## src/source/lsu_defs.svh

```systemverilog
`ifndef LSU_DEFS_SVH
`define LSU_DEFS_SVH

`define LSU_ADDR_WIDTH   32 // byte address.
`define LSU_DATA_WIDTH   32 // one aligned word.
`define LSU_TAG_WIDTH    5  // request tag.
`define LSU_OFFSET_WIDTH 5  // 32 byte line of 8 words.
`define LSU_INDEX_WIDTH  4  // 16 sets.
`define LSU_LINE_WIDTH   256

// derived geometry
`define LSU_LINE_ADDR_WIDTH (`LSU_ADDR_WIDTH - `LSU_OFFSET_WIDTH)
`define LSU_CTAG_WIDTH      (`LSU_LINE_ADDR_WIDTH - `LSU_INDEX_WIDTH)
`define LSU_WORD_SEL_WIDTH  (`LSU_OFFSET_WIDTH - 2) // word within line.

`endif
```

## src/source/lsu_pkg.sv

```systemverilog
`include "lsu_defs.svh"

package lsu_pkg;

    typedef enum logic {
        LSU_LOAD  = 1'b0,
        LSU_STORE = 1'b1
    } lsu_func_t;

    typedef struct packed {
        lsu_func_t                  func;
        logic [`LSU_TAG_WIDTH-1:0]  tag;
        logic [`LSU_ADDR_WIDTH-1:0] addr;
        logic [`LSU_DATA_WIDTH-1:0] data; // store data, unused by loads.
    } lsu_req_t;

    typedef enum logic [1:0] {
        ST_HIT         = 2'd0,
        ST_MISS        = 2'd1,
        ST_FILL_REPLAY = 2'd2
    } lsu_status_t;

    typedef struct packed {
        logic [`LSU_TAG_WIDTH-1:0]  tag;
        lsu_status_t                status;
        logic [`LSU_DATA_WIDTH-1:0] data;
    } lsu_resp_t;

    // whole line moving between memory, the fill unit and the array
    typedef struct packed {
        logic [`LSU_LINE_ADDR_WIDTH-1:0] line_addr;
        logic [`LSU_LINE_WIDTH-1:0]      data;
    } lsu_fill_t;

    typedef struct packed {
        logic [`LSU_ADDR_WIDTH-1:0] addr;
        logic [`LSU_DATA_WIDTH-1:0] data;
    } lsu_store_t;

endpackage

```

## src/source/lsu_d0.sv

```systemverilog
`timescale 1ns/1ps

`include "lsu_defs.svh"

module lsu_d0 (
    input  logic                            clk,
    input  logic                            n_rst,

    input  logic                            i_flush,

    input  logic                            i_fill_en,
    input  logic [`LSU_LINE_ADDR_WIDTH-1:0] i_fill_line_addr,

    input  logic                            i_valid,
    input  lsu_pkg::lsu_req_t               i_req,

    output logic                            o_valid,
    output logic                            o_fill_replay,
    output lsu_pkg::lsu_req_t               o_req
);

    logic replay_q;   // fill hit the line on entry.
    logic replay_now; // fill hits the line while held here.

    // a fill on the request's line races the tag compare in d1
    assign replay_now = i_fill_en &
        (i_fill_line_addr == o_req.addr[`LSU_ADDR_WIDTH-1:`LSU_OFFSET_WIDTH]);

    assign o_fill_replay = replay_q | replay_now;

    always_ff @(posedge clk) begin
        replay_q <= i_fill_en &
            (i_fill_line_addr == i_req.addr[`LSU_ADDR_WIDTH-1:`LSU_OFFSET_WIDTH]);
        o_req    <= i_req;
    end

    always_ff @(posedge clk) begin
        if (~n_rst) begin
            o_valid <= 1'b0;
        end else begin
            o_valid <= i_valid & ~i_flush; // killed on flush.
        end
    end

endmodule

```

## config.mk

```make
export PLATFORM = sky130hd
export DESIGN_NAME = lsu_d0
export DESIGN_NICKNAME = d
export VERILOG_FILES = /design/src/source/lsu_pkg.sv /design/src/source/lsu_d0.sv
export VERILOG_INCLUDE_DIRS = /design/src /design/src/source
export SDC_FILE = /design/constraint.sdc
export NUM_CORES = 1
export LEC_CHECK = 0
export BUFFER_PORTS_ARGS = -buffer_cell sky130_fd_sc_hd__buf_2
export CELL_PAD_IN_SITES_DETAIL_PLACEMENT = 0
export CELL_PAD_IN_SITES_GLOBAL_PLACEMENT = 2
export CORE_MARGIN = 4
export CORE_UTILIZATION = 22
export DETAILED_ROUTE_END_ITERATION = 7
export GPL_TIMING_DRIVEN = 0
export MAX_ROUTING_LAYER = met4
export PLACE_DENSITY = 0.87
export SKIP_CTS_REPAIR_TIMING = 1
export SLEW_MARGIN = 20
export SYNTH_ARGS = -nofsm -noshare
export SYNTH_HDL_FRONTEND = slang
export SYNTH_SLANG_ARGS = --single-unit
```

## constraint.sdc

```tcl
create_clock -name clk -period 2.4 [get_ports clk]
set_input_delay 0.36 -clock clk [delete_from_list [all_inputs] [get_ports clk]]
set_output_delay 0.36 -clock clk [all_outputs]
set_load 0.005 [all_outputs]
```

Word-level counts from Yosys, hierarchy flattened
Cells that the tools add are included.
{ "op_classes": {"eq_ne": 2, "bitwise": 5} }
{ "ops": {"columns": ["op", "count"], "rows": [
  ["27-bit equality test", 2],
  ["1-bit bitwise AND", 3],
  ["1-bit NOT", 1],
  ["1-bit OR", 1]
]} }
{ "totals": {"register_bits": 72, "input_bits": 102} }

Depth between registers and ports, before layout
{ "logic_depth": {"word_depth": 3, "mapped_depth": 4, "depth_no_buf": 4} }

Least setup slack after synthesis
No wires, ideal clock.
{ "synth_timing": {"kind": "input to output", "startpoint": "in i_fill_line_addr[3]", "endpoint": "out o_fill_replay", "arrival_time_ns": 1.035, "setup_slack_ns": 1.005, "cell_stages": 4, "path_buffers": 0, "path_cell_list": "xnor2_1 nand4_1 nor4_1 a41o_1"} }
{ "synth_between": {"elab_chain_len": 3} }
{ "synth_rtl": {"columns": ["item", "line", "text"], "rows": [
  ["from (decl)", "lsu_d0.sv:12", "input logic [`LSU_LINE_ADDR_WIDTH-1:0] i_fill_line_addr,"],
  ["27-bit equality test", "lsu_d0.sv:27", "(i_fill_line_addr == o_req.addr[`LSU_ADDR_WIDTH-1:`LSU_OFFSET_WIDTH]);"],
  ["1-bit bitwise AND", "lsu_d0.sv:26", "assign replay_now = i_fill_en &"],
  ["1-bit OR", "lsu_d0.sv:29", "assign o_fill_replay = replay_q | replay_now;"],
  ["to (decl)", "lsu_d0.sv:18", "output logic o_fill_replay,"]
]} }
Every way passes these cells.

Worst setup path after layout
{ "layout_timing": {"startpoint": "reg o_req[39] (netlist name)", "endpoint": "out o_fill_replay"} }
{ "layout_between": {"elab_chain_len": 3} }
{ "layout_rtl": {"columns": ["item", "line", "text"], "rows": [
  ["from (decl)", "lsu_d0.sv:19", "output lsu_pkg::lsu_req_t o_req"],
  ["from (signal assigned)", "lsu_d0.sv:34", "o_req <= i_req;"],
  ["27-bit equality test", "lsu_d0.sv:27", null],
  ["1-bit bitwise AND", "lsu_d0.sv:26", null],
  ["1-bit OR", "lsu_d0.sv:29", null]
]} }
Every way passes these cells.

==> metrics.txt <==
outcome completed; register area share after synthesis 0.704; synthesis-to-layout area growth 59.2%; FP Rows 34; Synth Register Bits 72; Starting Density 0.230; routed length per instance 14.2 um; vias 1732; clock root cell clkbuf_8; post-route setup TNS 0 ns; final period utilization 0.860; 1st-iter DRT viols 26; Crit path required time 2.04 ns; drt pass-1 iters 4; VDD IR max 348 uV; Synth async-reset ratio 0; CORE AREA 0.00889 mm2; global placement routability congestion 0.716; die width 104 um; cell leakage power 1.56 nW; final WL 6260 um; final-report hold violation count 0; # DRC 0; hold_sp i_req[34]; WHS Path Cells 1; synth unique cells 9; Syn Std Cell Area 0.00205 mm2; total CTS buffers 9; Syn Area/Cell 14.1 um2; Power Total 0.00255 W; Clock Path Buffers 2; top-count cell post-synth dfxtp_1; NumNets Final 431; hold_ws 0.121 ns; CP max stage cell dfxtp_1; Gate Count Post-Synth 145; nature of the critical path startpoint flop; Setup crit end kind primary output; Slowest Stage Delay on Critical Path 0.32 ns; Max Fanout on Critical Path 2; Pwr Density 781 mW/mm2; TritonCTS clock tree done; Top FF cell, synth dfxtp_1; cell taking the most area after synthesis dfxtp_1; GRT Residual Overflow 0; GR Util All Layers 0.117; io pins 174; Clock Sinks 72; final antenna-violating net count 0; Hold Crit Class input port to flop; RSZ-0062 raised after global routing no; fin util 0.367; Final HPWL DP 5430 um; top cell family by delay on the critical path simple AND/OR/NAND/NOR gates; cells along the critical path xnor2_1 > nand4_1 > nor4_1 > a41o_1 > buf_2; fmax 0.485 GHz; setup violators final 0; relative slew slack 0.708; max-cap viol count 0; PnR worst setup slack 0.337 ns; crit path kind flop to primary output; fraction of final layout cells sized beyond drive strength 1 0.569; commonest cells in the netlist dfxtp_1, xnor2_1, xor2_1; CP bufs+invs 1; first-pass GRT wire length 9540 um; top cell type's share of synthesized area 0.704; Worst-path clk slew 0.08 ns; die height 104 um; largest net degree at the start of global routing 15; Worst Hold End o_req[34]; max-slew violations 0; total nets after synthesis 247; post-layout minimum cycle time 2.06 ns; dpl ws 0.475 ns; number of global-route vias before repair 2010; htree depth 3; diode count 0; EDFF count, synth 0; PortBufs 173; worst slew pin tran 0.434 ns; die area 0.0109 mm2; Avg Vias per Cell 3.92; Area contributors post-synth dfxtp_1, xnor2_1, xor2_1; Worst Path Arrival 1.70 ns; Synth warnings 0; initial antenna violation count 0
-- worst max-delay path by stage --
stage                             start             to  slack (ns)  cells past startpoint
floorplan           i_fill_line_addr[3]  o_fill_replay        1.00                      4
global placement    i_fill_line_addr[2]  o_fill_replay        0.45                      6
detailed placement  i_fill_line_addr[2]  o_fill_replay        0.47                      6
CTS                           o_req[39]  o_fill_replay        0.24                      5
global route                  o_req[39]  o_fill_replay        0.18                      5
finish                        o_req[39]  o_fill_replay        0.34                      5
-- layout make-up --
type / count / area, um2
Fill cell: 929 / 5630
Sequential cell: 72 / 1440
Timing Repair Buffer: 173 / 866
Multi-Input combinational cell: 73 / 606
Clock buffer: 10 / 138
Tap cell: 108 / 135
Clock inverter: 6 / 73.8
-- logic make-up after synthesis --
group / share of synthesized area
DFF: 0.704
and+or+nand+nor: 0.0599
AOI/OAI and AO/OA: 0.00489
xor gates and xnor gates: 0.231
-- stage by stage --
| stage | instances | cell area, um2 |
|---|---|---|
| 2_1_floorplan | 145 | 2050 |
| 5_1_grt | 442 | 3260 |
| 3_3_place_gp | 426 | 3050 |
| 4_1_cts | 442 | 3260 |
| 6_report | 442 | 3260 |
| 3_5_place_dp | 426 | 3050 |
-- metal layers --
| metal | routed length, um | GRT usage | share of wire | vias to the layer above |
|---|---|---|---|---|
| li1 | - | - | - | 852 |
| met5 | 0 | - | 0 | - |
| met1 | 2550 | 0.130 | 0.41 | 763 |
| met3 | 647 | 0.0497 | 0.10 | 2 |
| met2 | 3030 | 0.190 | 0.48 | 115 |
| met4 | 38 | 0.0342 | 0.0061 | 0 |
-- sequential cells by signal (all words and copies together), names as in the netlist --
name / count
replay_q: 1
o_req: 70
o_valid: 1
-- cell usage in the layout, fill, tap and decap left out --
cell / netlist / routed
nor4_2: 1 / 1
inv_6: 0 / 3
xnor2_1: 42 / 42
clkinv_4: 0 / 2
bufinv_16: 0 / 1
a41o_1: 1 / 1
nor4_1: 4 / 4
buf_2: 0 / 173
nand4_1: 11 / 11
dfxtp_1: 72 / 72
and3b_1: 1 / 1
or4_1: 1 / 1
xor2_1: 12 / 12
clkbuf_8: 0 / 10
-- power breakdown --
part	internal [W]	switching, W	total, W
clock	0.000523	0.000467	0.000991
combinational	0.000156	0.000119	0.000275
sequential	0.00126	0.0000233	0.00128
total	0.00194	0.000609	0.00255
Power figures use the tool's default switching activity.
