==> src/source/lsu_defs.svh <==
`ifndef LSU_DEFS_SVH
`define LSU_DEFS_SVH

`define LSU_ADDR_WIDTH   32 // byte address.
`define LSU_DATA_WIDTH   32 // one aligned word.
`define LSU_TAG_WIDTH    5  // request tag.
`define LSU_OFFSET_WIDTH 5  // 32 byte line of 8 words.
`define LSU_INDEX_WIDTH  4  // 16 sets.
`define LSU_LINE_WIDTH   256

// derived geometry
`define LSU_LINE_ADDR_WIDTH (`LSU_ADDR_WIDTH - `LSU_OFFSET_WIDTH)
`define LSU_CTAG_WIDTH      (`LSU_LINE_ADDR_WIDTH - `LSU_INDEX_WIDTH)
`define LSU_WORD_SEL_WIDTH  (`LSU_OFFSET_WIDTH - 2) // word within line.

`endif
==> src/source/lsu_pkg.sv <==
`include "lsu_defs.svh"

package lsu_pkg;

    typedef enum logic {
        LSU_LOAD  = 1'b0,
        LSU_STORE = 1'b1
    } lsu_func_t;

    typedef struct packed {
        lsu_func_t                  func;
        logic [`LSU_TAG_WIDTH-1:0]  tag;
        logic [`LSU_ADDR_WIDTH-1:0] addr;
        logic [`LSU_DATA_WIDTH-1:0] data; // store data, unused by loads.
    } lsu_req_t;

    typedef enum logic [1:0] {
        ST_HIT         = 2'd0,
        ST_MISS        = 2'd1,
        ST_FILL_REPLAY = 2'd2
    } lsu_status_t;

    typedef struct packed {
        logic [`LSU_TAG_WIDTH-1:0]  tag;
        lsu_status_t                status;
        logic [`LSU_DATA_WIDTH-1:0] data;
    } lsu_resp_t;

    // whole line moving between memory, the fill unit and the array
    typedef struct packed {
        logic [`LSU_LINE_ADDR_WIDTH-1:0] line_addr;
        logic [`LSU_LINE_WIDTH-1:0]      data;
    } lsu_fill_t;

    typedef struct packed {
        logic [`LSU_ADDR_WIDTH-1:0] addr;
        logic [`LSU_DATA_WIDTH-1:0] data;
    } lsu_store_t;

endpackage

==> src/source/lsu_d1.sv <==
`timescale 1ns/1ps

`include "lsu_defs.svh"

module lsu_d1 (
    input  logic                            clk,
    input  logic                            n_rst,

    input  logic                            i_flush,

    input  logic                            i_valid,
    input  logic                            i_fill_replay,
    input  lsu_pkg::lsu_req_t               i_req,

    input  logic [`LSU_CTAG_WIDTH-1:0]      i_rd_tag,
    input  logic                            i_rd_valid,
    input  logic [`LSU_LINE_WIDTH-1:0]      i_rd_line,

    output logic                            o_wr_en,
    output logic [`LSU_ADDR_WIDTH-1:0]      o_wr_addr,
    output logic [`LSU_DATA_WIDTH-1:0]      o_wr_data,

    output logic                            o_miss_valid,
    output logic [`LSU_LINE_ADDR_WIDTH-1:0] o_miss_line_addr,

    output logic                            o_resp_valid,
    output lsu_pkg::lsu_resp_t              o_resp,

    output logic                            o_store_valid,
    output lsu_pkg::lsu_store_t             o_store
);

    import lsu_pkg::*;

    logic                           live;
    logic                           is_store;
    logic                           tag_hit;
    logic [`LSU_CTAG_WIDTH-1:0]     req_ctag;
    logic [`LSU_WORD_SEL_WIDTH-1:0] word_sel;
    logic [`LSU_DATA_WIDTH-1:0]     rd_word;
    lsu_status_t                    status;
    lsu_resp_t                      resp_next;

    assign live     = i_valid & ~i_flush;
    assign is_store = (i_req.func == LSU_STORE);
    assign req_ctag = i_req.addr[`LSU_ADDR_WIDTH-1 -: `LSU_CTAG_WIDTH];
    assign word_sel = i_req.addr[`LSU_OFFSET_WIDTH-1:2]; // addr bits 4 to 2.
    assign rd_word  = i_rd_line[word_sel*`LSU_DATA_WIDTH +: `LSU_DATA_WIDTH];
    assign tag_hit  = i_rd_valid & (i_rd_tag == req_ctag);

    // replay outranks a hit
    always_comb begin
        if (i_fill_replay) begin
            status = ST_FILL_REPLAY;
        end else if (tag_hit) begin
            status = ST_HIT;
        end else begin
            status = ST_MISS;
        end
    end

    always_comb begin
        resp_next.tag    = i_req.tag;
        resp_next.status = status;
        if (is_store) begin
            resp_next.data = i_req.data;
        end else if (status == ST_HIT) begin
            resp_next.data = rd_word;
        end else begin
            resp_next.data = '0;
        end
    end

    assign o_wr_en   = live & is_store & (status == ST_HIT); // lands this edge.
    assign o_wr_addr = i_req.addr;
    assign o_wr_data = i_req.data;

    assign o_miss_valid     = live & (status == ST_MISS);
    assign o_miss_line_addr = i_req.addr[`LSU_ADDR_WIDTH-1:`LSU_OFFSET_WIDTH];

    always_ff @(posedge clk) begin
        o_resp       <= resp_next;
        o_store.addr <= i_req.addr;
        o_store.data <= i_req.data;
    end

    always_ff @(posedge clk) begin
        if (~n_rst) begin
            o_resp_valid  <= 1'b0;
            o_store_valid <= 1'b0;
        end else begin
            o_resp_valid  <= live;
            o_store_valid <= o_wr_en; // store-through with the response.
        end
    end

endmodule

==> config.mk <==
export PLATFORM = sky130hd
export DESIGN_NAME = lsu_d1
export DESIGN_NICKNAME = d
export VERILOG_FILES = /design/src/source/lsu_pkg.sv /design/src/source/lsu_d1.sv
export VERILOG_INCLUDE_DIRS = /design/src /design/src/source
export SDC_FILE = /design/constraint.sdc
export NUM_CORES = 1
export LEC_CHECK = 0
export ABC_AREA = 1
export BUFFER_PORTS_ARGS = -buffer_cell sky130_fd_sc_hd__buf_2
export CORE_AREA = 4 4 211 213
export DETAILED_ROUTE_END_ITERATION = 6
export DIE_AREA = 0 0 215 217
export GPL_TIMING_DRIVEN = 0
export PLACE_DENSITY = 0.5
export SYNTH_ARGS = -nofsm -noshare
export SYNTH_HDL_FRONTEND = slang
export SYNTH_SLANG_ARGS = --single-unit
==> constraint.sdc <==
create_clock -name clk -period 1.6 [get_ports clk]
set_input_delay 0.08 -clock clk [delete_from_list [all_inputs] [get_ports clk]]
set_output_delay 0.08 -clock clk [all_outputs]
set_load 0.02 [all_outputs]
==> Word level (Yosys, flattened, before mapping) <==
Cells that the tools add are included.
{ "word_totals": {"word_cells": 21, "ff_bits": 105, "out_inout_bits": 198} }
{ "classes": {"n_mux": 4, "n_eq_ne": 2, "shifts": 1, "n_bitwise": 6, "n_reduce_logical": 1} }
{ "op_table": {"columns": ["operator", "n"], "rows": [
  ["$shiftx 256x9->32", 1],
  ["$mux 32", 2],
  ["$eq 23x23->1", 1],
  ["$and 1x1->1", 5],
  ["$eq 2x1->1 const B", 1],
  ["$logic_not 2->1", 1],
  ["$mux 2", 1],
  ["$mux 1", 1],
  ["$not 1->1", 1]
]} }

==> Depth between registers and ports, before layout <==
Gate-level depths: netlist of the first run.
{ "logic_depth": {"ltp_word": 7, "mapped_depth": 12, "mapped_depth_nobuf": 11} }

==> Worst setup path before layout of the first run <==
Ideal clock, no wire load.
{ "synth_timing": {"path_kind": "input to register", "startpoint": "input port i_req[34] in the netlist's numbering", "endpoint": "register o_resp[7] in the netlist's numbering", "t_required_ns": 1.486, "arrival_time_ns": 0.988, "setup_slack_ns": 0.497, "stages": 11, "path_cell_list": "buf_4 -> inv_2 -> buf_6 -> buf_6 -> or2_1 -> nand2_1 -> nand3_1 -> nand2_1 -> nor2_1 -> nand4_1 -> nand2_1"} }
{ "synth_rtl": {"columns": ["item", "line_no", "source"], "rows": [
  ["start: declaration", "lsu_d1.sv:13", "input lsu_pkg::lsu_req_t i_req,"],
  ["end signal: assignment", "lsu_d1.sv:82", "o_resp <= resp_next;"],
  ["end: declaration", "lsu_d1.sv:27", "output lsu_pkg::lsu_resp_t o_resp,"]
]} }

==> results.sh, run 1 <==
export IMPL_syn_area_per_cell_um2=6.06
export IMPL_die_width_um=215
export IMPL_ys_ff_latch=105
export IMPL_drive_above_1_share_pct=41.4
export IMPL_route_detailed_wl_per_inst_um=17.8
export IMPL_synth_yosys_warnings=0
export IMPL_post_synth_top_area_cell="dfxtp_1"
export IMPL_dpl_worst_slack_ns=-0.681
export IMPL_detail_route_drc_violations=0
export IMPL_hold_path_cell_count=6
export IMPL_transition_time_at_the_pin_with_the_least_slew_margin_ns=0.760
export IMPL_timing_critical_path_fanout_max=10
export IMPL_cts_max_level=3
export IMPL_timing_final_hold_violations=0
export IMPL_cts_tree="done"
export IMPL_die_height_um=217
export IMPL_die_area_um2=46700
export IMPL_synthMuxAreaShare_pct=0
export IMPL_syn_num_nets=1452
export IMPL_finalMaxSlewViolations=0
export IMPL_timing_critical_path_required_ns=1.93
export IMPL_rsz0062_at_grt="no"
export IMPL_row_count=76
export IMPL_xor_xnor_fraction_of_synth_area_pct=0.659
export IMPL_max_freq_ghz=0.681
export IMPL_final_instance_count_excl_fillers=2288
export IMPL_leakage_nw=6.34
export IMPL_place_hpwl_um=32800
export IMPL_first_iter_violations=432
export IMPL_post_route_period_util_pct=91.8
export IMPL_synth_top_cells_by_area="dfxtp_1 (32%), nand2_1 (15%), nor2_1 (13%), buf_4 (11%), o21ai_0 (6.1%)"
export IMPL_fin_tns_setup_ns=0
export IMPL_initial_core_util_pct=15.6
export IMPL_final_net_count=2091
export IMPL_yosys_area_top_type_share_pct=31.6
export IMPL_power_total_w=0.00760
export IMPL_synth_cell_area_um2=6650
export IMPL_route_vias_total=9114
export IMPL_core_area_um2=42700
export IMPL_synth_compound_area_share_pct=7.38
export IMPL_part_of_the_yosys_area_used_for_sequential_elements_pct=31.6
export IMPL_path_clk_slew_ns=0.08
export IMPL_max_cap_violations=0
export IMPL_post_synth_and_or_nand_nor_area_fraction_pct=39.0
export IMPL_grt_pass1_wl_um=58500
export IMPL_finalCriticalPeriod_ns=1.47
export IMPL_place_port_buffers=551
export IMPL_synthDistinctLibCells=22
export IMPL_synth_adder_area_share_pct=0
export IMPL_area_growth_pct=68.1
export IMPL_instance_count_after_placement_with_tap_cells_included=2194
export IMPL_detail_route_first_pass_iterations=5
export IMPL_worst_hold_slack_ns=0.124
export IMPL_antenna_found_initial=6
export IMPL_clk_path_buf_depth=2
export IMPL_track_usage_pct=16.8
export IMPL_post_syn_instances=1097
export IMPL_routed_wirelength_um=40800
export IMPL_dominant_combinational_cell_family_by_area_after_synthesis="simple AND/OR/NAND/NOR gates"
export IMPL_startpoint_type="input pin"
export IMPL_grt_pass1_vias=9446
export IMPL_worst_hold_path_type="input pin to flip-flop"
export IMPL_powerDensity_nw_per_um2=680
export IMPL_hold_path_endpoint="o_store_valid$_SDFF_PN0_"
export IMPL_fin_ws_ns=0.131
export IMPL_ios=553
export IMPL_worst_setup_path_type="input pin to flip-flop"
export IMPL_cp_end_kind="flip-flop"
export IMPL_worstPathArrival_ns=1.80
export IMPL_clockRootBuffer="clkbuf_16"
export IMPL_timing_final_setup_violations=0
export IMPL_numClockSinks=105
export IMPL_grt_ovfl_total=0
export IMPL_peakVddDrop_mv=0.495
export IMPL_pin_count_of_the_biggest_net_entering_global_routing=21
export IMPL_antenna_violating_nets_post_route=0
export IMPL_route_detailed_vias_per_inst=3.98
export IMPL_number_of_buffers_inserted_during_clock_tree_synthesis=9
export IMPL_gp_congestion=0.904
export IMPL_outcome="completed"
export IMPL_hold_start="i_flush"
export IMPL_worst_slew_margin_rel_pct=49.3
## area by class of cell
type / count / area, um2
fillers: 4831 / 31500
repair buffers: 628 / 3520
multi-input cells: 727 / 3140
flip-flops and latches: 105 / 2100
plain buffers: 156 / 1030
well taps: 546 / 683
inverters: 109 / 409
clock buffers: 9 / 225
clock inverters: 7 / 72.6
diodes: 1 / 2.50
## repair_timing
item | 4_1_cts | 5_1_grt
hold endpoints to repair | 104 | 0
resized for setup | 9 | 11
pin swaps | 0 | 2
endpoints found under the setup margin | 29 | 18
gates cloned | 0 | 0
hold buffers | 73 | 0
buffers inserted | 0 | 4
## stage by stage
step | util (%) | area (um2)
after floorplan | - | 6650
after global placement | 23.6 | 10100
after detailed placement | 23.6 | 10100
after CTS | 26.1 | 11100
after global routing | 26.2 | 11200
final | 26.2 | 11200
## where the power goes
part	internal [W]	leakage (nW)	total (W)	switching, W
Combinational	0.00105	5.32	0.00247	0.00142
Clock	0.00110	0.146	0.00235	0.00125
Sequential	0.00275	0.882	0.00278	0.0000300
## cells in the mapped netlist, drive strengths merged
master and number:
nand2 258, nor2 236, buf 132, inv 108, dfxtp 105, o21ai 97, nand3 64, nand4 33
or2 33, clkbuf 24, xnor2 3, xor2 2, a21oi 1, clkinv 1
## state kept, by name, summed over array words and instances (netlist names)
register,cells
o_resp,39
o_resp_valid,1
o_store,64
o_store_valid,1
## routing by layer
metal  vias up  part of all wire, %  GRT usage (%)
li1       4551                    -              -
met1      4044                   41           20.0
met2       444                   48           28.7
met3        67                  8.2           5.22
met4         8                  3.1           5.88
met5         -                 0.12              0
## worst max-delay path by stage
stage	endpoint	cells after the start	start
after floorplan	o_resp[7]$_DFF_P_	11	i_req[34]
after global placement	o_resp[20]$_DFF_P_	10	i_req[53]
after detailed placement	o_resp[20]$_DFF_P_	10	i_req[53]
after CTS	o_resp[0]$_DFF_P_	10	i_req[34]
after global routing	o_resp[0]$_DFF_P_	12	i_req[34]
final	o_resp[28]$_DFF_P_	10	i_req[35]
## placed cells by master, fill, tap and decap left out, drive strengths merged
cell type and instances:
buf 686, nand2 258, nor2 236, inv 111, dfxtp 105, o21ai 97
dlygate4sd3 73, nand3 64, clkbuf 34, nand4 33, or2 33, clkinv 5
xnor2 3, xor2 2, diode 1, a21oi 1
## kinds of logic after synthesis
| logic type | after synthesis |
|---|---|
| compound gates | 98 |
| simple gates | 624 |
| flops | 105 |
| xor+xnor | 5 |
| buf+inv | 265 |
## worst max-delay path, cell delays in order
cell and delay, ns:
buf_2 0.13, buf_2 0.18, inv_1 0.29, buf_2 0.33
o21ai_0 0.14, nor2_1 0.24, nor2_1 0.11, nor2_1 0.11
nand4_1 0.09, nand2_1 0.07
Power figures use the tool's default switching activity.
==> run 2, diff against run 1 <==
--- a/config.mk
+++ b/config.mk
@@ -13,5 +13,5 @@
 export DIE_AREA = 0 0 215 217
 export GPL_TIMING_DRIVEN = 0
-export PLACE_DENSITY = 0.5
+export PLACE_DENSITY_LB_ADDON = 0.05
 export SYNTH_ARGS = -nofsm -noshare
 export SYNTH_HDL_FRONTEND = slang
==> constraint.sdc (replaced) <==
create_clock -name clk -period 1.6 [get_ports clk]
set_input_delay 0.08 -clock clk [delete_from_list [all_inputs] [get_ports clk]]
set_output_delay 0.08 -clock clk [all_outputs]
set_load 0.01 [all_outputs]
==> results.sh, run 2 (synthesis results as in run 1) <==
export IMPL_hold_start="i_req[69]"
export IMPL_final_net_count=2089
export IMPL_path_clk_slew_ns=0.09
export IMPL_filler_cell_count=4953
export IMPL_max_freq_ghz=0.690
export IMPL_numClockSinks=105
export IMPL_area_growth_pct=68.6
export IMPL_number_of_buffers_inserted_during_clock_tree_synthesis=9
export IMPL_route_vias_total=8897
export IMPL_worst_slew_margin_rel_pct=45.7
export IMPL_grt_ovfl_total=0
export IMPL_ios=553
export IMPL_final_common_cell="buf_2"
export IMPL_routed_wirelength_um=44300
export IMPL_final_instance_count_excl_fillers=2294
export IMPL_powerDensity_nw_per_um2=676
export IMPL_instance_count_after_placement_with_tap_cells_included=2194
export IMPL_place_port_buffers=551
export IMPL_worst_hold_path_type="input pin to flip-flop"
export IMPL_max_cap_violations=0
export IMPL_hold_path_cell_count=3
export IMPL_track_usage_pct=18.4
export IMPL_die_height_um=217
export IMPL_outcome="completed"
export IMPL_initial_core_util_pct=15.6
export IMPL_finalCriticalPeriod_ns=1.45
export IMPL_die_width_um=215
export IMPL_registers_top_by_ff_count="o_store"
export IMPL_grt_pass1_wl_um=62200
export IMPL_timing_critical_path_fanout_max=10
export IMPL_gp_congestion=0.807
export IMPL_clockRootBuffer="clkbuf_16"
export IMPL_worst_setup_path_type="input pin to flip-flop"
export IMPL_leakage_nw=6.34
export IMPL_route_detailed_wl_per_inst_um=19.3
export IMPL_route_detailed_vias_per_inst=3.88
export IMPL_antenna_found_initial=18
export IMPL_grt_pass1_vias=9180
export IMPL_timing_critical_path_required_ns=1.95
export IMPL_post_route_period_util_pct=90.6
export IMPL_largest_reg_flops=64
export IMPL_peakVddDrop_mv=0.552
export IMPL_die_area_um2=46700
export IMPL_antenna_violating_nets_post_route=0
export IMPL_first_iter_violations=337
export IMPL_core_area_um2=42700
export IMPL_most_common_layout_cells="buf_2 (574), nand2_1 (258), nor2_1 (234)"
export IMPL_hold_path_endpoint="o_resp[31]$_DFF_P_"
export IMPL_detail_route_first_pass_iterations=5
export IMPL_transition_time_at_the_pin_with_the_least_slew_margin_ns=0.815
export IMPL_design_area_um2=11200
export IMPL_startpoint_type="input pin"
export IMPL_place_hpwl_um=36100
export IMPL_reg_largest_list="o_store: 64 flops, o_resp: 39 flops"
export IMPL_cts_max_level=3
export IMPL_rsz0062_at_grt="no"
export IMPL_clk_path_buf_depth=2
export IMPL_row_count=76
export IMPL_timing_final_hold_violations=0
export IMPL_timing_final_setup_violations=0
export IMPL_drive_above_1_share_pct=41.3
export IMPL_dpl_cell_area_um2=10100
export IMPL_worstPathArrival_ns=1.80
export IMPL_cp_end_kind="flip-flop"
export IMPL_detail_route_drc_violations=0
export IMPL_finalMaxSlewViolations=0
export IMPL_cts_tree="done"
export IMPL_pin_count_of_the_biggest_net_entering_global_routing=21
## run 2: layer usage
layer  vias to the layer above  GRT usage [%]  share of wire (%)
met5                         -              0               0.21
met4                        16           3.99                1.0
li1                       4559              -                  -
met3                        35           6.24                7.1
met2                       302           32.1                 49
met1                      3985           21.9                 43
## run 2: report_power, final
group | leakage, nW | switching (W) | total, W | internal, W
clock | 0.154 | 0.00130 | 0.00256 | 0.00126
combinational | 5.30 | 0.00119 | 0.00223 | 0.00105
sequential | 0.882 | 0.0000286 | 0.00278 | 0.00275
## run 2: worst max path at each step
stage	startpoint	endpoint	slack, ns	depth (start not counted)
6_report	i_req[34]	o_resp[21]$_DFF_P_	0.15	9
5_1_grt	i_req[35]	o_resp[3]$_DFF_P_	0.005	10
4_1_cts	i_req[53]	o_wr_en	0.04	11
3_5_place_dp	i_req[35]	o_resp[19]$_DFF_P_	-0.49	10
3_3_place_gp	i_req[35]	o_resp[19]$_DFF_P_	-0.48	10
2_1_floorplan	i_req[34]	o_resp[7]$_DFF_P_	0.50	11
## run 2: what timing repair did
action,4_1_cts,5_1_grt
hold endpoints to repair,104,0
resized for setup,7,15
setup buffers,0,2
hold buffers,73,0
pin swaps,0,1
endpoints found under the setup margin,8,17
## run 2: worst max-delay path: stages
cell	delay, ns
buf_2	0.16
buf_4	0.21
clkbuf_1	0.55
o21ai_0	0.23
nor2_1	0.12
nor2_1	0.07
nor2_1	0.14
nand4_1	0.14
nand2_1	0.10
## run 2: metrics by stage
step	hold slack (ns)	total power (W)	TNS [ns]	setup WS (ns)	util (%)
final	0.0446	0.00757	0	0.150	26.3
after global placement	0.183	0.00496	-12.20	-0.475	23.6
after global routing	0.0755	0.00811	0	0.00498	26.2
after floorplan	0.108	0.00385	0	0.497	-
after detailed placement	0.185	0.00497	-12.73	-0.493	23.6
after CTS	0.0536	0.00779	0	0.0403	26.1
## run 2: cell type report
class	count	area (um2)	share of cell area [%]
clock buffers	9	225	2.01
inverters	109	409	3.65
multi-input cells	727	3140	28.0
flip-flops and latches	105	2100	18.8
plain buffers	156	1030	9.18
well taps	546	683	6.09
repair buffers	626	3500	31.3
clock inverters	7	98.8	0.882
diodes	9	22.5	0.201
