### src/source/lsu_defs.svh
`ifndef LSU_DEFS_SVH
`define LSU_DEFS_SVH

`define LSU_ADDR_WIDTH   32 // byte address.
`define LSU_DATA_WIDTH   32 // one aligned word.
`define LSU_TAG_WIDTH    5  // request tag.
`define LSU_OFFSET_WIDTH 5  // 32 byte line of 8 words.
`define LSU_INDEX_WIDTH  4  // 16 sets.
`define LSU_LINE_WIDTH   256

// derived geometry
`define LSU_LINE_ADDR_WIDTH (`LSU_ADDR_WIDTH - `LSU_OFFSET_WIDTH)
`define LSU_CTAG_WIDTH      (`LSU_LINE_ADDR_WIDTH - `LSU_INDEX_WIDTH)
`define LSU_WORD_SEL_WIDTH  (`LSU_OFFSET_WIDTH - 2) // word within line.

`endif
### src/source/lsu_pkg.sv
`include "lsu_defs.svh"

package lsu_pkg;

    typedef enum logic {
        LSU_LOAD  = 1'b0,
        LSU_STORE = 1'b1
    } lsu_func_t;

    typedef struct packed {
        lsu_func_t                  func;
        logic [`LSU_TAG_WIDTH-1:0]  tag;
        logic [`LSU_ADDR_WIDTH-1:0] addr;
        logic [`LSU_DATA_WIDTH-1:0] data; // store data, unused by loads.
    } lsu_req_t;

    typedef enum logic [1:0] {
        ST_HIT         = 2'd0,
        ST_MISS        = 2'd1,
        ST_FILL_REPLAY = 2'd2
    } lsu_status_t;

    typedef struct packed {
        logic [`LSU_TAG_WIDTH-1:0]  tag;
        lsu_status_t                status;
        logic [`LSU_DATA_WIDTH-1:0] data;
    } lsu_resp_t;

    // whole line moving between memory, the fill unit and the array
    typedef struct packed {
        logic [`LSU_LINE_ADDR_WIDTH-1:0] line_addr;
        logic [`LSU_LINE_WIDTH-1:0]      data;
    } lsu_fill_t;

    typedef struct packed {
        logic [`LSU_ADDR_WIDTH-1:0] addr;
        logic [`LSU_DATA_WIDTH-1:0] data;
    } lsu_store_t;

endpackage

### src/source/miss_fill_unit.sv
`timescale 1ns/1ps

`include "lsu_defs.svh"

module miss_fill_unit (
    input  logic                            clk,
    input  logic                            n_rst,

    input  logic                            i_miss_valid,
    input  logic [`LSU_LINE_ADDR_WIDTH-1:0] i_miss_line_addr,

    output logic                            o_mem_req_valid,
    output logic [`LSU_LINE_ADDR_WIDTH-1:0] o_mem_req_line_addr,

    input  logic                            i_mem_fill_valid,
    input  lsu_pkg::lsu_fill_t              i_mem_fill,

    output logic                            o_fill_en,
    output lsu_pkg::lsu_fill_t              o_fill
);

    logic                            busy_q;
    logic [`LSU_LINE_ADDR_WIDTH-1:0] line_addr_q; // the one pending miss.
    logic                            alloc;

    // a miss while busy is dropped; the requester already saw ST_MISS
    assign alloc = i_miss_valid & ~busy_q;

    always_ff @(posedge clk) begin
        if (alloc) begin
            line_addr_q <= i_miss_line_addr;
        end
    end

    always_ff @(posedge clk) begin
        if (~n_rst) begin
            busy_q          <= 1'b0;
            o_mem_req_valid <= 1'b0;
        end else begin
            o_mem_req_valid <= alloc; // single cycle pulse.
            if (alloc) begin
                busy_q <= 1'b1;
            end else if (i_mem_fill_valid) begin
                busy_q <= 1'b0; // freed on the fill edge.
            end
        end
    end

    assign o_mem_req_line_addr = line_addr_q;

    // stray fills while idle never reach the array
    assign o_fill_en        = i_mem_fill_valid & busy_q;
    assign o_fill.line_addr = line_addr_q; // stamped with the held address.
    assign o_fill.data      = i_mem_fill.data;

endmodule

### config.mk
export PLATFORM = sky130hd
export DESIGN_NAME = miss_fill_unit
export DESIGN_NICKNAME = d
export VERILOG_FILES = /design/src/source/lsu_pkg.sv /design/src/source/miss_fill_unit.sv
export VERILOG_INCLUDE_DIRS = /design/src /design/src/source
export SDC_FILE = /design/constraint.sdc
export NUM_CORES = 1
export LEC_CHECK = 0
export ABC_AREA = 1
export BUFFER_PORTS_ARGS = -buffer_cell sky130_fd_sc_hd__buf_2
export CORE_AREA = 5 5 239 241
export CTS_CLUSTER_DIAMETER = 120
export DETAILED_ROUTE_END_ITERATION = 6
export DIE_AREA = 0 0 244 246
export SLEW_MARGIN = 30
export SYNTH_ARGS = -nofsm -noshare
export SYNTH_HDL_FRONTEND = slang
export SYNTH_SLANG_ARGS = --single-unit
### constraint.sdc
create_clock -name clk -period 1.25 [get_ports clk]
set_input_delay 0.125 -clock clk [delete_from_list [all_inputs] [get_ports clk]]
set_output_delay 0.125 -clock clk [all_outputs]
set_load 0.03 [all_outputs]
# == After elaboration in Yosys (flattened, before gate mapping) ==
# Cells that the tools add are included.
# classes
mux,2
bitwise,3
reduce_logical,1
# ops
operator,n
$and A1 B1 Y1,2
$mux W1,2
$reduce_bool A2 Y1,1
$not A1 Y1,1
# word_totals
ff_bits,29
inputBits,314
out_inout_bits,312
word_cells,9

# == Longest topological paths before layout ==
# Gate-level depths: netlist (run 1).
# depth
ltp_word,3
depth_mapped,3
mapped_depth_nobuf,3

# == Least setup slack after synthesis (run 1) ==
# OpenSTA, ideal clock, no wires.
# synth_timing
path_kind,register to register
start,reg busy_q
end,"reg line_addr_q[0], in the netlist o_mem_req_line_addr[0], enable pin"
setup_time_ns,0.382
t_arrival_ns,0.942
required_ns,0.868
slack_ns,-0.074
stages_incl_launch_ff,4
path_buffers,0
period_less_slack_ns,1.324
cell_sequence,dfxtp_1 -> inv_2 -> nand2_1 -> inv_1
# synth_between
elab_chain_len,2
# synth_rtl
item,line,source
start: declaration,miss_fill_unit.sv:22,logic busy_q;
start signal: assignment,miss_fill_unit.sv:37,busy_q <= 1'b0;
start signal: assignment,miss_fill_unit.sv:42,busy_q <= 1'b1;
start signal: assignment,miss_fill_unit.sv:44,busy_q <= 1'b0;
$not A1 Y1,miss_fill_unit.sv:27,assign alloc = i_miss_valid & ~busy_q;
$and A1 B1 Y1,miss_fill_unit.sv:27,
net alloc,miss_fill_unit.sv:24,logic alloc;
end signal: assignment,miss_fill_unit.sv:31,line_addr_q <= i_miss_line_addr;
end: declaration,miss_fill_unit.sv:23,logic [`LSU_LINE_ADDR_WIDTH-1:0] line_addr_q;
# The timed path passes the listed nets, and every way through them passes these cells.
# A chain may end at the register's enable or synchronous reset.

# == Final worst setup path (run 1) ==
# layout_timing
start,"reg line_addr_q[7], in the netlist o_mem_req_line_addr[7]"
end,out o_mem_req_line_addr[7]
# layout_rtl
item,line,source
end: declaration,miss_fill_unit.sv:13,"output logic [`LSU_LINE_ADDR_WIDTH-1:0] o_mem_req_line_addr,"
# No word-level cell between the ends.

==> results of run 1 <==
stage by stage:
| step | hold slack, ns | total power [W] | instance area [µm²] |
|---|---|---|---|
| finish | 0.0248 | 0.00273 | 2370 |
| global route | 0.0104 | 0.00287 | 2370 |
| CTS | 0.0100 | 0.00279 | 2370 |
| detailed placement | 0.250 | 0.00163 | 2230 |
| global placement | 0.250 | 0.00163 | 2230 |
| floorplan | 0.224 | 0.00305 | 3020 |
layout make-up:
type / instances / area share
clock buffer: 6 / 0.0544
timing repair buffer: 87 / 0.190
inverter: 5 / 0.00950
clock inverter: 2 / 0.00422
tap: 704 / 0.372
sequential: 29 / 0.359
multi-input combinational: 5 / 0.0111
path summary, 6_finish.rpt:
kind                           from                      end  cells after the start
min            i_miss_line_addr[13]  o_mem_req_line_addr[13]                      1
min reg2reg                  busy_q                   busy_q                      2
max          o_mem_req_line_addr[7]   o_mem_req_line_addr[7]                      1
max reg2reg                  busy_q   o_mem_req_line_addr[4]                      4
state kept, by name, summed over array words and instances (netlist names):
register / cells
busy_q: 1
o_mem_req_line_addr: 27
o_mem_req_valid: 1
routing by layer:
metal  track usage  up-vias  share of wire
met5       0.00408        -         0.0022
met4        0.0378        2          0.087
met3        0.0510      119           0.28
li1              -      329              -
met2        0.0679      320           0.48
met1        0.0175      391           0.15
cells in the final DEF, fill, tap and decap left out:
cell                         instances
sky130_fd_sc_hd__buf_2              86
sky130_fd_sc_hd__edfxtp_1           27
sky130_fd_sc_hd__clkbuf_16           5
sky130_fd_sc_hd__nand2_1             3
sky130_fd_sc_hd__inv_1               3
sky130_fd_sc_hd__dfxtp_1             2
sky130_fd_sc_hd__clkinv_2            2
sky130_fd_sc_hd__inv_2               1
sky130_fd_sc_hd__clkinvlp_4          1
sky130_fd_sc_hd__nand3_2             1
sky130_fd_sc_hd__nand3_1             1
sky130_fd_sc_hd__clkbuf_1            1
sky130_fd_sc_hd__buf_12              1
where the power goes:
group | leakage [nW] | switching (W) | internal [W]
logic | 0.389 | 0.000318 | 0.000119
registers | 0.276 | 0.0000337 | 0.00114
clock network | 0.0706 | 0.000393 | 0.000728
total | 0.735 | 0.000745 | 0.00199
kinds of logic (layout without fill, tap and decap cells):
logic type,Yosys count,after routing,synth area share
buffers and inverters,288,100,0.710
flip-flops,29,29,0.282
AND/OR/NAND/NOR,5,5,0.00870
==> implementation parameters, run 1 <==
Parameter                              Value

Synth
  Post-synthesis average cell area    9.38 µm²
  Area share of the largest cell type after synthesis    0.703
  FF+latch count, synth    29
  Post-synth ARST share    0
  Cell types with the highest counts after synthesis    283 x sky130_fd_sc_hd__buf_4, 27 x sky130_fd_sc_hd__edfxtp_1, 4 x sky130_fd_sc_hd__inv_1
  Number of warning messages in the yosys log    0
  Yosys top cell by area    sky130_fd_sc_hd__buf_4
  Cell area after technology mapping    3020 µm²
  Most frequently used cell type in the post-synthesis netlist    sky130_fd_sc_hd__buf_4
  Most used flip-flop cell after synthesis    sky130_fd_sc_hd__edfxtp_1
  Synthesized net count    636
  Number of library cell types mapped by synthesis    8
  Seq/Total Area, Yosys    0.282
  Top cells by area, synth    sky130_fd_sc_hd__buf_4 70%, sky130_fd_sc_hd__edfxtp_1 27%, sky130_fd_sc_hd__dfxtp_1 1.3%
  Number of enable flip-flop cells after synthesis    27
  Gate Count Post-Synth    322

Clock tree
  TritonCTS Buffers    5
  # resized after CTS    0
  CTS tree    built
  Hold_buf cts    0
  Post-CTS clock slew at the launch and capture registers of the worst setup and hold paths    0.05 ns
  Worst-Skew Late Latency    0.27 ns
  H-tree levels    2
  Number of clock sinks    29
  Total setup buffers inserted after CTS    0
  Number of buffers on the longest clock path    2
  Clk Tree Root Cell    sky130_fd_sc_hd__clkbuf_16

Setup path
  Cell type of the slowest stage on the worst timing path    sky130_fd_sc_hd__edfxtp_1
  Buf/Inv on CP    1
  Critical path's largest stage delay    ~0.44 ns
  Endpoint arrival time on the critical path    approximately 0.93 ns
  Required time at the worst-slack endpoint    approximately 1.1 ns
  Gate family responsible for the most delay along the worst path    flip-flops
  Startpoint kind of the worst setup timing path    register
  Maximum fanout encountered on the critical timing path    2
  Critical path capture point type    primary output
  Worst Path Class, Setup    reg -> out
  Worst reg2reg setup slack    approximately 0.21 ns
  Cell Chain, Critical Path    buf_2

Timing
  Min Clock Period, post-route    between 1 and 1.5 ns
  Final Max Slew Viols    0
  Total negative slack    0 ns
  Normalized max-slew margin    0.860
  Transition time of the tightest slew-check pin    0.212 ns
  Final clock period utilization by the worst path    0.842
  Final setup margin    0.197 ns
  Maximum frequency from static timing analysis    between 900 and 1000 MHz
  Final Hold Fails    0
  Setup skew after layout    0.00242 ns
  Setup repair after global routing missed its margin    false
  Setup violators final    0

Pwr
  Peak supply drop    0.612 mV
  Power per standard cell area    between 1000 and 1500 nW/µm²
  Leakage power    ~0.74 nW

Global route
  Congestion Overflow GR    0
  Global-route wire length before repair    15.5 mm
  Number of antenna violations at the first check in global routing    0
  Overall track demand over capacity in global routing    0.0409
  Maximum number of pins on one net before global-route repair    28
  Number of global-route vias before repair    about 1400

Die
  Width of the die    244 µm
  Rows    86
  Y dimension of the die    246 µm
  Full die area    60000 µm²
  IO Pins    between 600 and 700
  Initial cell density of the core    0.0553
  Floorplan Core Area    54700 µm²

Detailed routing
  Total number of vias    1161
  Final Routed Wirelength    13.4 mm
  DRC violations left    0
  Number of routed nets with antenna violations    0
  Number of iterations in the first detailed-routing pass    4
  Iteration-0 DRC count of the detailed router    34
  Routed len/inst    16.0 µm
  Via density per instance    1.39

Finish
  Fraction of final layout cells with drive strength greater than 1    0.724
  P&R area growth vs syn    -21.5%
  Fill cells    6470
  Number of inserted diodes    0
  Area occupied by registers    851 µm²
  Final cell count without fillers    838
  Final net count    447
  Area used by multi-input combinational logic    26.3 µm²
  Utilization after layout    0.0434

Place
  Placed wire-length estimate after detailed placement    12.2 mm
  I/O Buffers    86
  Final weighted congestion in routability-driven placement    ~0.64
  Worst slack, placed    0.205 ns
  Number of instances in the placed design    830

Run status
  Run status    complete, no violations

Worst hold path
  Worst Hold Class    in -> reg

Flow run
  Count of max-cap constraint violations    0
Note: power is estimated with default switching activity, not from simulation.
==> run 2, diff against run 1 <==
- CORE_AREA: 5 5 239 241 -> 5 5 244 246
- DIE_AREA: 0 0 244 246 -> 0 0 249 251
- clock period: 1.25 -> 1.05 ns (I/O delays scaled with it)
==> implementation parameters, run 2 (synthesized netlist as in run 1, its figures left out) <==
Parameter                              Value

Run status
  Run status    complete, but fails checks
  Violated checks    negative setup slack

Timing
  Min Clock Period, post-route    1.10 ns
  Transition time of the tightest slew-check pin    approximately 0.3 ns
  Total negative slack    -0.189 ns
  Final Max Slew Viols    0
  Final clock period utilization by the worst path    1.05
  Normalized max-slew margin    0.802
  Maximum frequency from static timing analysis    908 MHz
  Setup skew after layout    0.00912 ns
  Final Hold Fails    0
  Setup repair after global routing missed its margin    true
  Setup violators final    4
  Final setup margin    -0.0516 ns

Clock tree
  Total setup buffers inserted after CTS    0
  TritonCTS Buffers    5
  Number of clock sinks    29
  Clk Tree Root Cell    sky130_fd_sc_hd__clkbuf_16
  Post-CTS clock slew at the launch and capture registers of the worst setup and hold paths    approximately 0.05 ns
  CTS tree    built
  Worst-Skew Late Latency    0.28 ns
  H-tree levels    2
  Number of buffers on the longest clock path    2

Global route
  Number of global-route vias before repair    approximately 1400
  Maximum number of pins on one net before global-route repair    19
  Congestion Overflow GR    0
  Overall track demand over capacity in global routing    0.0297
  Global-route wire length before repair    12.5 mm
  Number of antenna violations at the first check in global routing    3

Detailed routing
  Via density per instance    around 1.3
  Number of routed nets with antenna violations    0
  Number of iterations in the first detailed-routing pass    4
  Final Routed Wirelength    10.4 mm
  Routed len/inst    11.3 µm
  Total number of vias    1200
  Iteration-0 DRC count of the detailed router    42
  DRC violations left    0

Pwr
  Internal cell power    0.00243 W
  Sequential cell fraction of total power    0.413
  Peak supply drop    0.601 mV
  Power per standard cell area    approximately 1300 nW/µm²
  Comb power frac    0.175
  Switching component of the power    between 0.0009 and 0.001 W
  Leakage power    0.821 nW
  Fraction of power consumed by the clock network    0.412
  Switching power share of the total    0.289

Die
  Initial cell density of the core    0.0529
  Floorplan Core Area    57100 µm²
  Width of the die    249 µm
  Full die area    62500 µm²
  IO Pins    626
  Y dimension of the die    251 µm
  Rows    just under 90

Setup path
  Cell type of the slowest stage on the worst timing path    sky130_fd_sc_hd__edfxtp_1
  Critical path capture point type    primary output
  RR Startpoint    busy_q
  Buf/Inv on CP    1
  Maximum fanout encountered on the critical timing path    2
  Critical path's largest stage delay    0.52 ns
  Required time at the worst-slack endpoint    0.94 ns
  Gate family responsible for the most delay along the worst path    flip-flops
  Reg2reg path depth    4
  Cell Chain, Critical Path    buf_6
  Worst reg2reg setup slack    0.03 ns
  Worst R2R End    o_mem_req_line_addr[18]
  Worst Path Class, Setup    reg -> out
  Startpoint kind of the worst setup timing path    register
  Endpoint arrival time on the critical path    1.00 ns

Finish
  Fraction of final layout cells with drive strength greater than 1    0.664
  P&R area growth vs syn    -11.6%
  Flip-flop count of the largest register after layout    27
  Final net count    465
  Most common cell after layout, fill and taps aside    sky130_fd_sc_hd__buf_2
  Fill cells    between 6000 and 7000
  Commonest cells after routing, fill and taps aside    81 x sky130_fd_sc_hd__buf_2, 27 x sky130_fd_sc_hd__edfxtp_1, 17 x sky130_fd_sc_hd__dlygate4sd3_1

Worst hold path
  Worst Hold End    o_mem_req_line_addr[9]
  Start point of the worst hold path    i_miss_line_addr[9]
  Worst Hold Class    in -> reg
  Number of cells traversed by the worst hold path    1

Place
  Final weighted congestion in routability-driven placement    0.675
  Worst slack, placed    0.0539 ns
  Placed wire-length estimate after detailed placement    8.52 mm
  I/O Buffers    86

Flow run
  Count of max-cap constraint violations    0
==> run 2: changes by cell type in the layout (fill, tap and decap cells not counted) <==
cell	previous run	this run
sky130_fd_sc_hd__clkinvlp_4	1	2
sky130_fd_sc_hd__buf_6	0	6
sky130_fd_sc_hd__buf_2	86	81
sky130_fd_sc_hd__nand2_2	0	1
sky130_fd_sc_hd__diode_2	0	1
sky130_fd_sc_hd__clkbuf_1	1	0
sky130_fd_sc_hd__dlygate4sd3_1	0	17
sky130_fd_sc_hd__nand2_1	3	2
sky130_fd_sc_hd__dfxtp_2	0	1
sky130_fd_sc_hd__dfxtp_1	2	1
==> run 2: final cells by class <==
type / count / area, µm² / share of cell area
antenna: 1 / 2.50 / 0.000938
clock inverter: 3 / 17.5 / 0.00656
sequential: 29 / 852 / 0.319
timing repair buffer: 105 / 663 / 0.248
inverter: 5 / 22.5 / 0.00844
multi-input combinational: 5 / 28.8 / 0.0108
clock buffer: 5 / 125 / 0.0469
tap: 765 / 957 / 0.359
==> run 2: how the worst max path moves through the flow <==
stage                                       from                 endpoint  slack (ns)  cells after the start
final                     o_mem_req_line_addr[1]   o_mem_req_line_addr[1]       -0.05                      1
after floorplan                           busy_q   o_mem_req_line_addr[0]       -0.11                      3
after global routing      o_mem_req_line_addr[1]   o_mem_req_line_addr[1]       -0.09                      1
after CTS                 o_mem_req_line_addr[1]   o_mem_req_line_addr[1]       -0.09                      1
after detailed placement                  busy_q  o_mem_req_line_addr[10]        0.05                      4
after global placement                    busy_q  o_mem_req_line_addr[10]        0.06                      4
==> run 2: power by group through the flow <==
stage	logic [W]	clock network, W	registers [W]
2_1_floorplan	0.00208	0	0.00155
3_3_place_gp	0.000538	0	0.00142
3_5_place_dp	0.000539	0	0.00143
4_1_cts	0.000590	0.00148	0.00141
5_1_grt	0.000627	0.00154	0.00141
6_report	0.000598	0.00141	0.00141
==> run 2: per-stage QoR <==
stage	total power (W)	cells	hold WS (ns)	instance area, µm²	utilization
6_report	0.00341	918	0.0132	2670	0.0467
5_1_grt	0.00358	917	0.000152	2670	0.0467
4_1_cts	0.00348	914	0.000685	2630	0.0460
3_5_place_dp	0.00197	892	0.210	2320	0.0406
3_3_place_gp	0.00196	892	0.210	2320	0.0406
2_1_floorplan	0.00363	322	0.204	3030	-
==> run 2: metal layers <==
layer,track usage,part of all wire
met1,0.0202,0.23
met2,0.0395,0.40
met3,0.0268,0.21
met4,0.0427,0.16
met5,0.00977,0.0076
==> run 2: repair_timing <==
| item | 4_1_cts | 5_1_grt |
|---|---|---|
| pin swaps | 0 | 0 |
| setup endpoints to repair | 4 | 25 |
| resized for setup | 8 | 4 |
| hold buffers | 14 | 3 |
| endpoints found under the hold margin | 14 | 3 |
| cloned | 0 | 0 |
==> run 3, diff against run 2 <==
- ABC_AREA: 1 -> unset
- CORE_AREA: 5 5 244 246 -> 5 5 243 245
- DIE_AREA: 0 0 249 251 -> 0 0 248 250
- HOLD_SLACK_MARGIN: unset -> 0.12
- SLEW_MARGIN: 30 -> unset
==> implementation parameters, run 3 <==
Parameter                              Value

Synth
  Most frequently used cell type in the post-synthesis netlist    sky130_fd_sc_hd__buf_4
  Synthesized net count    631
  Most used flip-flop cell after synthesis    sky130_fd_sc_hd__edfxtp_1
  Seq/Total Area, Yosys    0.283
  Post-synth ARST share    0
  Yosys top cell by area    sky130_fd_sc_hd__buf_4
  Gate Count Post-Synth    ~320
  Number of library cell types mapped by synthesis    7
  Cell types with the highest counts after synthesis    283 x sky130_fd_sc_hd__buf_4, 27 x sky130_fd_sc_hd__edfxtp_1, 2 x sky130_fd_sc_hd__and2_1, 2 x sky130_fd_sc_hd__dfxtp_1
  Top cells by area, synth    sky130_fd_sc_hd__buf_4 71%, sky130_fd_sc_hd__edfxtp_1 27%, sky130_fd_sc_hd__dfxtp_1 1.3%
  Post-synthesis average cell area    9.50 µm²
  Area share of the largest cell type after synthesis    0.706
  Number of warning messages in the yosys log    0
  FF+latch count, synth    29
  Number of enable flip-flop cells after synthesis    27
  Cell area after technology mapping    3010 µm²

Finish
  Flip-flop count of the largest register after layout    27
  P&R area growth vs syn    -9.35%
  Fraction of final layout cells with drive strength greater than 1    0.611
  Number of inserted diodes    0
  Utilization after layout    0.0479
  Final cell count without fillers    922
  Commonest cells after routing, fill and taps aside    85 x sky130_fd_sc_hd__buf_2, 28 x sky130_fd_sc_hd__dlygate4sd3_1, 27 x sky130_fd_sc_hd__edfxtp_1
  Final net count    470
  Most common cell after layout, fill and taps aside    sky130_fd_sc_hd__buf_2

Die
  IO Pins    626
  Full die area    between 60000 and 70000 µm²
  Rows    88
  Initial cell density of the core    0.0529
  Floorplan Core Area    56900 µm²
  Y dimension of the die    250 µm
  Width of the die    approximately 250 µm

Setup path
  Critical path capture point type    primary output
  Critical path depth    1
  Worst Path Class, Setup    reg -> out
  Reg2reg path depth    2
  Cell type of the slowest stage on the worst timing path    sky130_fd_sc_hd__edfxtp_1
  Required time at the worst-slack endpoint    approximately 0.94 ns
  Endpoint arrival time on the critical path    0.93 ns
  Buf/Inv on CP    1
  Maximum fanout encountered on the critical timing path    2
  Critical path's largest stage delay    0.44 ns
  Startpoint kind of the worst setup timing path    register
  Cell Chain, Critical Path    buf_2
  Gate family responsible for the most delay along the worst path    flip-flops

Timing
  Final Hold Fails    0
  Setup repair after global routing missed its margin    true
  Final setup margin    0.0157 ns
  Setup violators final    0
  Maximum frequency from static timing analysis    between 900 and 1000 MHz
  Setup skew after layout    0.00418 ns
  Final-layout worst hold slack    0.144 ns
  Total negative slack    0 ns
  Min Clock Period, post-route    around 1.0 ns
  Final Max Slew Viols    0
  Transition time of the tightest slew-check pin    0.231 ns
  Normalized max-slew margin    0.847
  Final clock period utilization by the worst path    0.985

Pwr
  Peak supply drop    1.25 mV
  Leakage power    roughly 0.83 nW
  Switching component of the power    0.000903 W
  Comb power frac    0.177
  Switching power share of the total    0.272
  Sequential cell fraction of total power    0.418
  Fraction of power consumed by the clock network    0.404
  Internal cell power    around 0.0024 W
  Power per standard cell area    1220 nW/µm²

Place
  I/O Buffers    86
  Worst slack, placed    0.0882 ns
  Number of instances in the placed design    886
  Final weighted congestion in routability-driven placement    0.640

Worst hold path
  Worst Hold Class    in -> reg
  Number of cells traversed by the worst hold path    3

Global route
  Maximum number of pins on one net before global-route repair    30
  Number of antenna violations at the first check in global routing    0
  Global-route wire length before repair    21.0 mm
  Overall track demand over capacity in global routing    0.0555
  Number of global-route vias before repair    1587
  Congestion Overflow GR    0

Detailed routing
  Via density per instance    1.37
  Number of routed nets with antenna violations    0
  Total number of vias    between 1000 and 1500
  DRC violations left    0
  Routed len/inst    20.3 µm
  Final Routed Wirelength    18.7 mm
  Iteration-0 DRC count of the detailed router    35
  Number of iterations in the first detailed-routing pass    3

Clock tree
  Number of clock sinks    29
  Total setup buffers inserted after CTS    0
  CTS tree    built
  Number of buffers on the longest clock path    2
  H-tree levels    2
  Worst-Skew Late Latency    0.28 ns
  TritonCTS Buffers    5
  Clk Tree Root Cell    sky130_fd_sc_hd__clkbuf_16
  Post-CTS clock slew at the launch and capture registers of the worst setup and hold paths    0.05 ns

Flow run
  Count of max-cap constraint violations    0

Run status
  Run status    complete, no violations
-- run 3: cell count changes after synthesis, sizes merged --
cell / delta
o21a: +1
nand3: -2
nor2b: +2
nand2: -3
inv: -5
and2: +2
-- run 3: area by class of cell --
cell class	count	area (µm²)
clock buffers	5	125
clock inverters	3	12.5
fillers	6729	54200
multi-input cells	5	42.5
flip-flops and latches	29	855
well taps	765	957
repair buffers	115	737
-- run 3: path summary, 6_finish.rpt --
check,startpoint,endpoint,slack (ns)
setup / recovery,o_mem_req_line_addr[12],o_fill[268],0.02
hold / removal,i_mem_fill_valid,busy_q,0.14
setup reg to reg,busy_q,o_mem_req_line_addr[26],0.06
hold reg to reg,busy_q,busy_q,0.63
-- run 3: metrics by stage --
stage | cell area [µm²] | power [W]
global route | 2730 | 0.00346
finish | 2730 | 0.00332
global placement | 2300 | 0.00191
floorplan | 3020 | 0.00361
CTS | 2720 | 0.00334
detailed placement | 2300 | 0.00191
-- run 3: repair_timing --
action / CTS / global route
hold buffers: 28 / 0
endpoints found under the setup margin: 3 / 3
resized for setup: 1 / 3
hold endpoints to repair: 29 / 0
-- run 3: metal layers --
layer | vias to the layer above | part of all wire | global-route usage | routed length, µm
met5 | - | 0 | 0 | 0
met4 | 0 | 0.099 | 0.0529 | 1840
met3 | 137 | 0.36 | 0.0834 | 6660
met2 | 319 | 0.46 | 0.0919 | 8550
met1 | 432 | 0.088 | 0.0140 | 1650
li1 | 374 | - | - | -
-- run 3: cell families after synthesis --
kind of cell	share of synthesized area
AOI/OAI and AO/OA	0.00249
buffers and inverters	0.706
DFF	0.283
and+or+nand+nor	0.00915
-- run 3: power groups by stage --
stage | sequential, W | clock (W) | combinational (W)
after floorplan | 0.00154 | 0 | 0.00207
after global placement | 0.00141 | 0 | 0.000504
after detailed placement | 0.00141 | 0 | 0.000503
after CTS | 0.00139 | 0.00137 | 0.000585
after global routing | 0.00140 | 0.00144 | 0.000618
final | 0.00139 | 0.00134 | 0.000589
-- run 3: worst min-delay path, delay by kind of cell --
family / cells / cell delay (ns)
AO/OA/AOI/OAI: 1 / 0.15
buffers and inverters: 1 / 0.09
AND/OR/NAND/NOR: 1 / 0.04
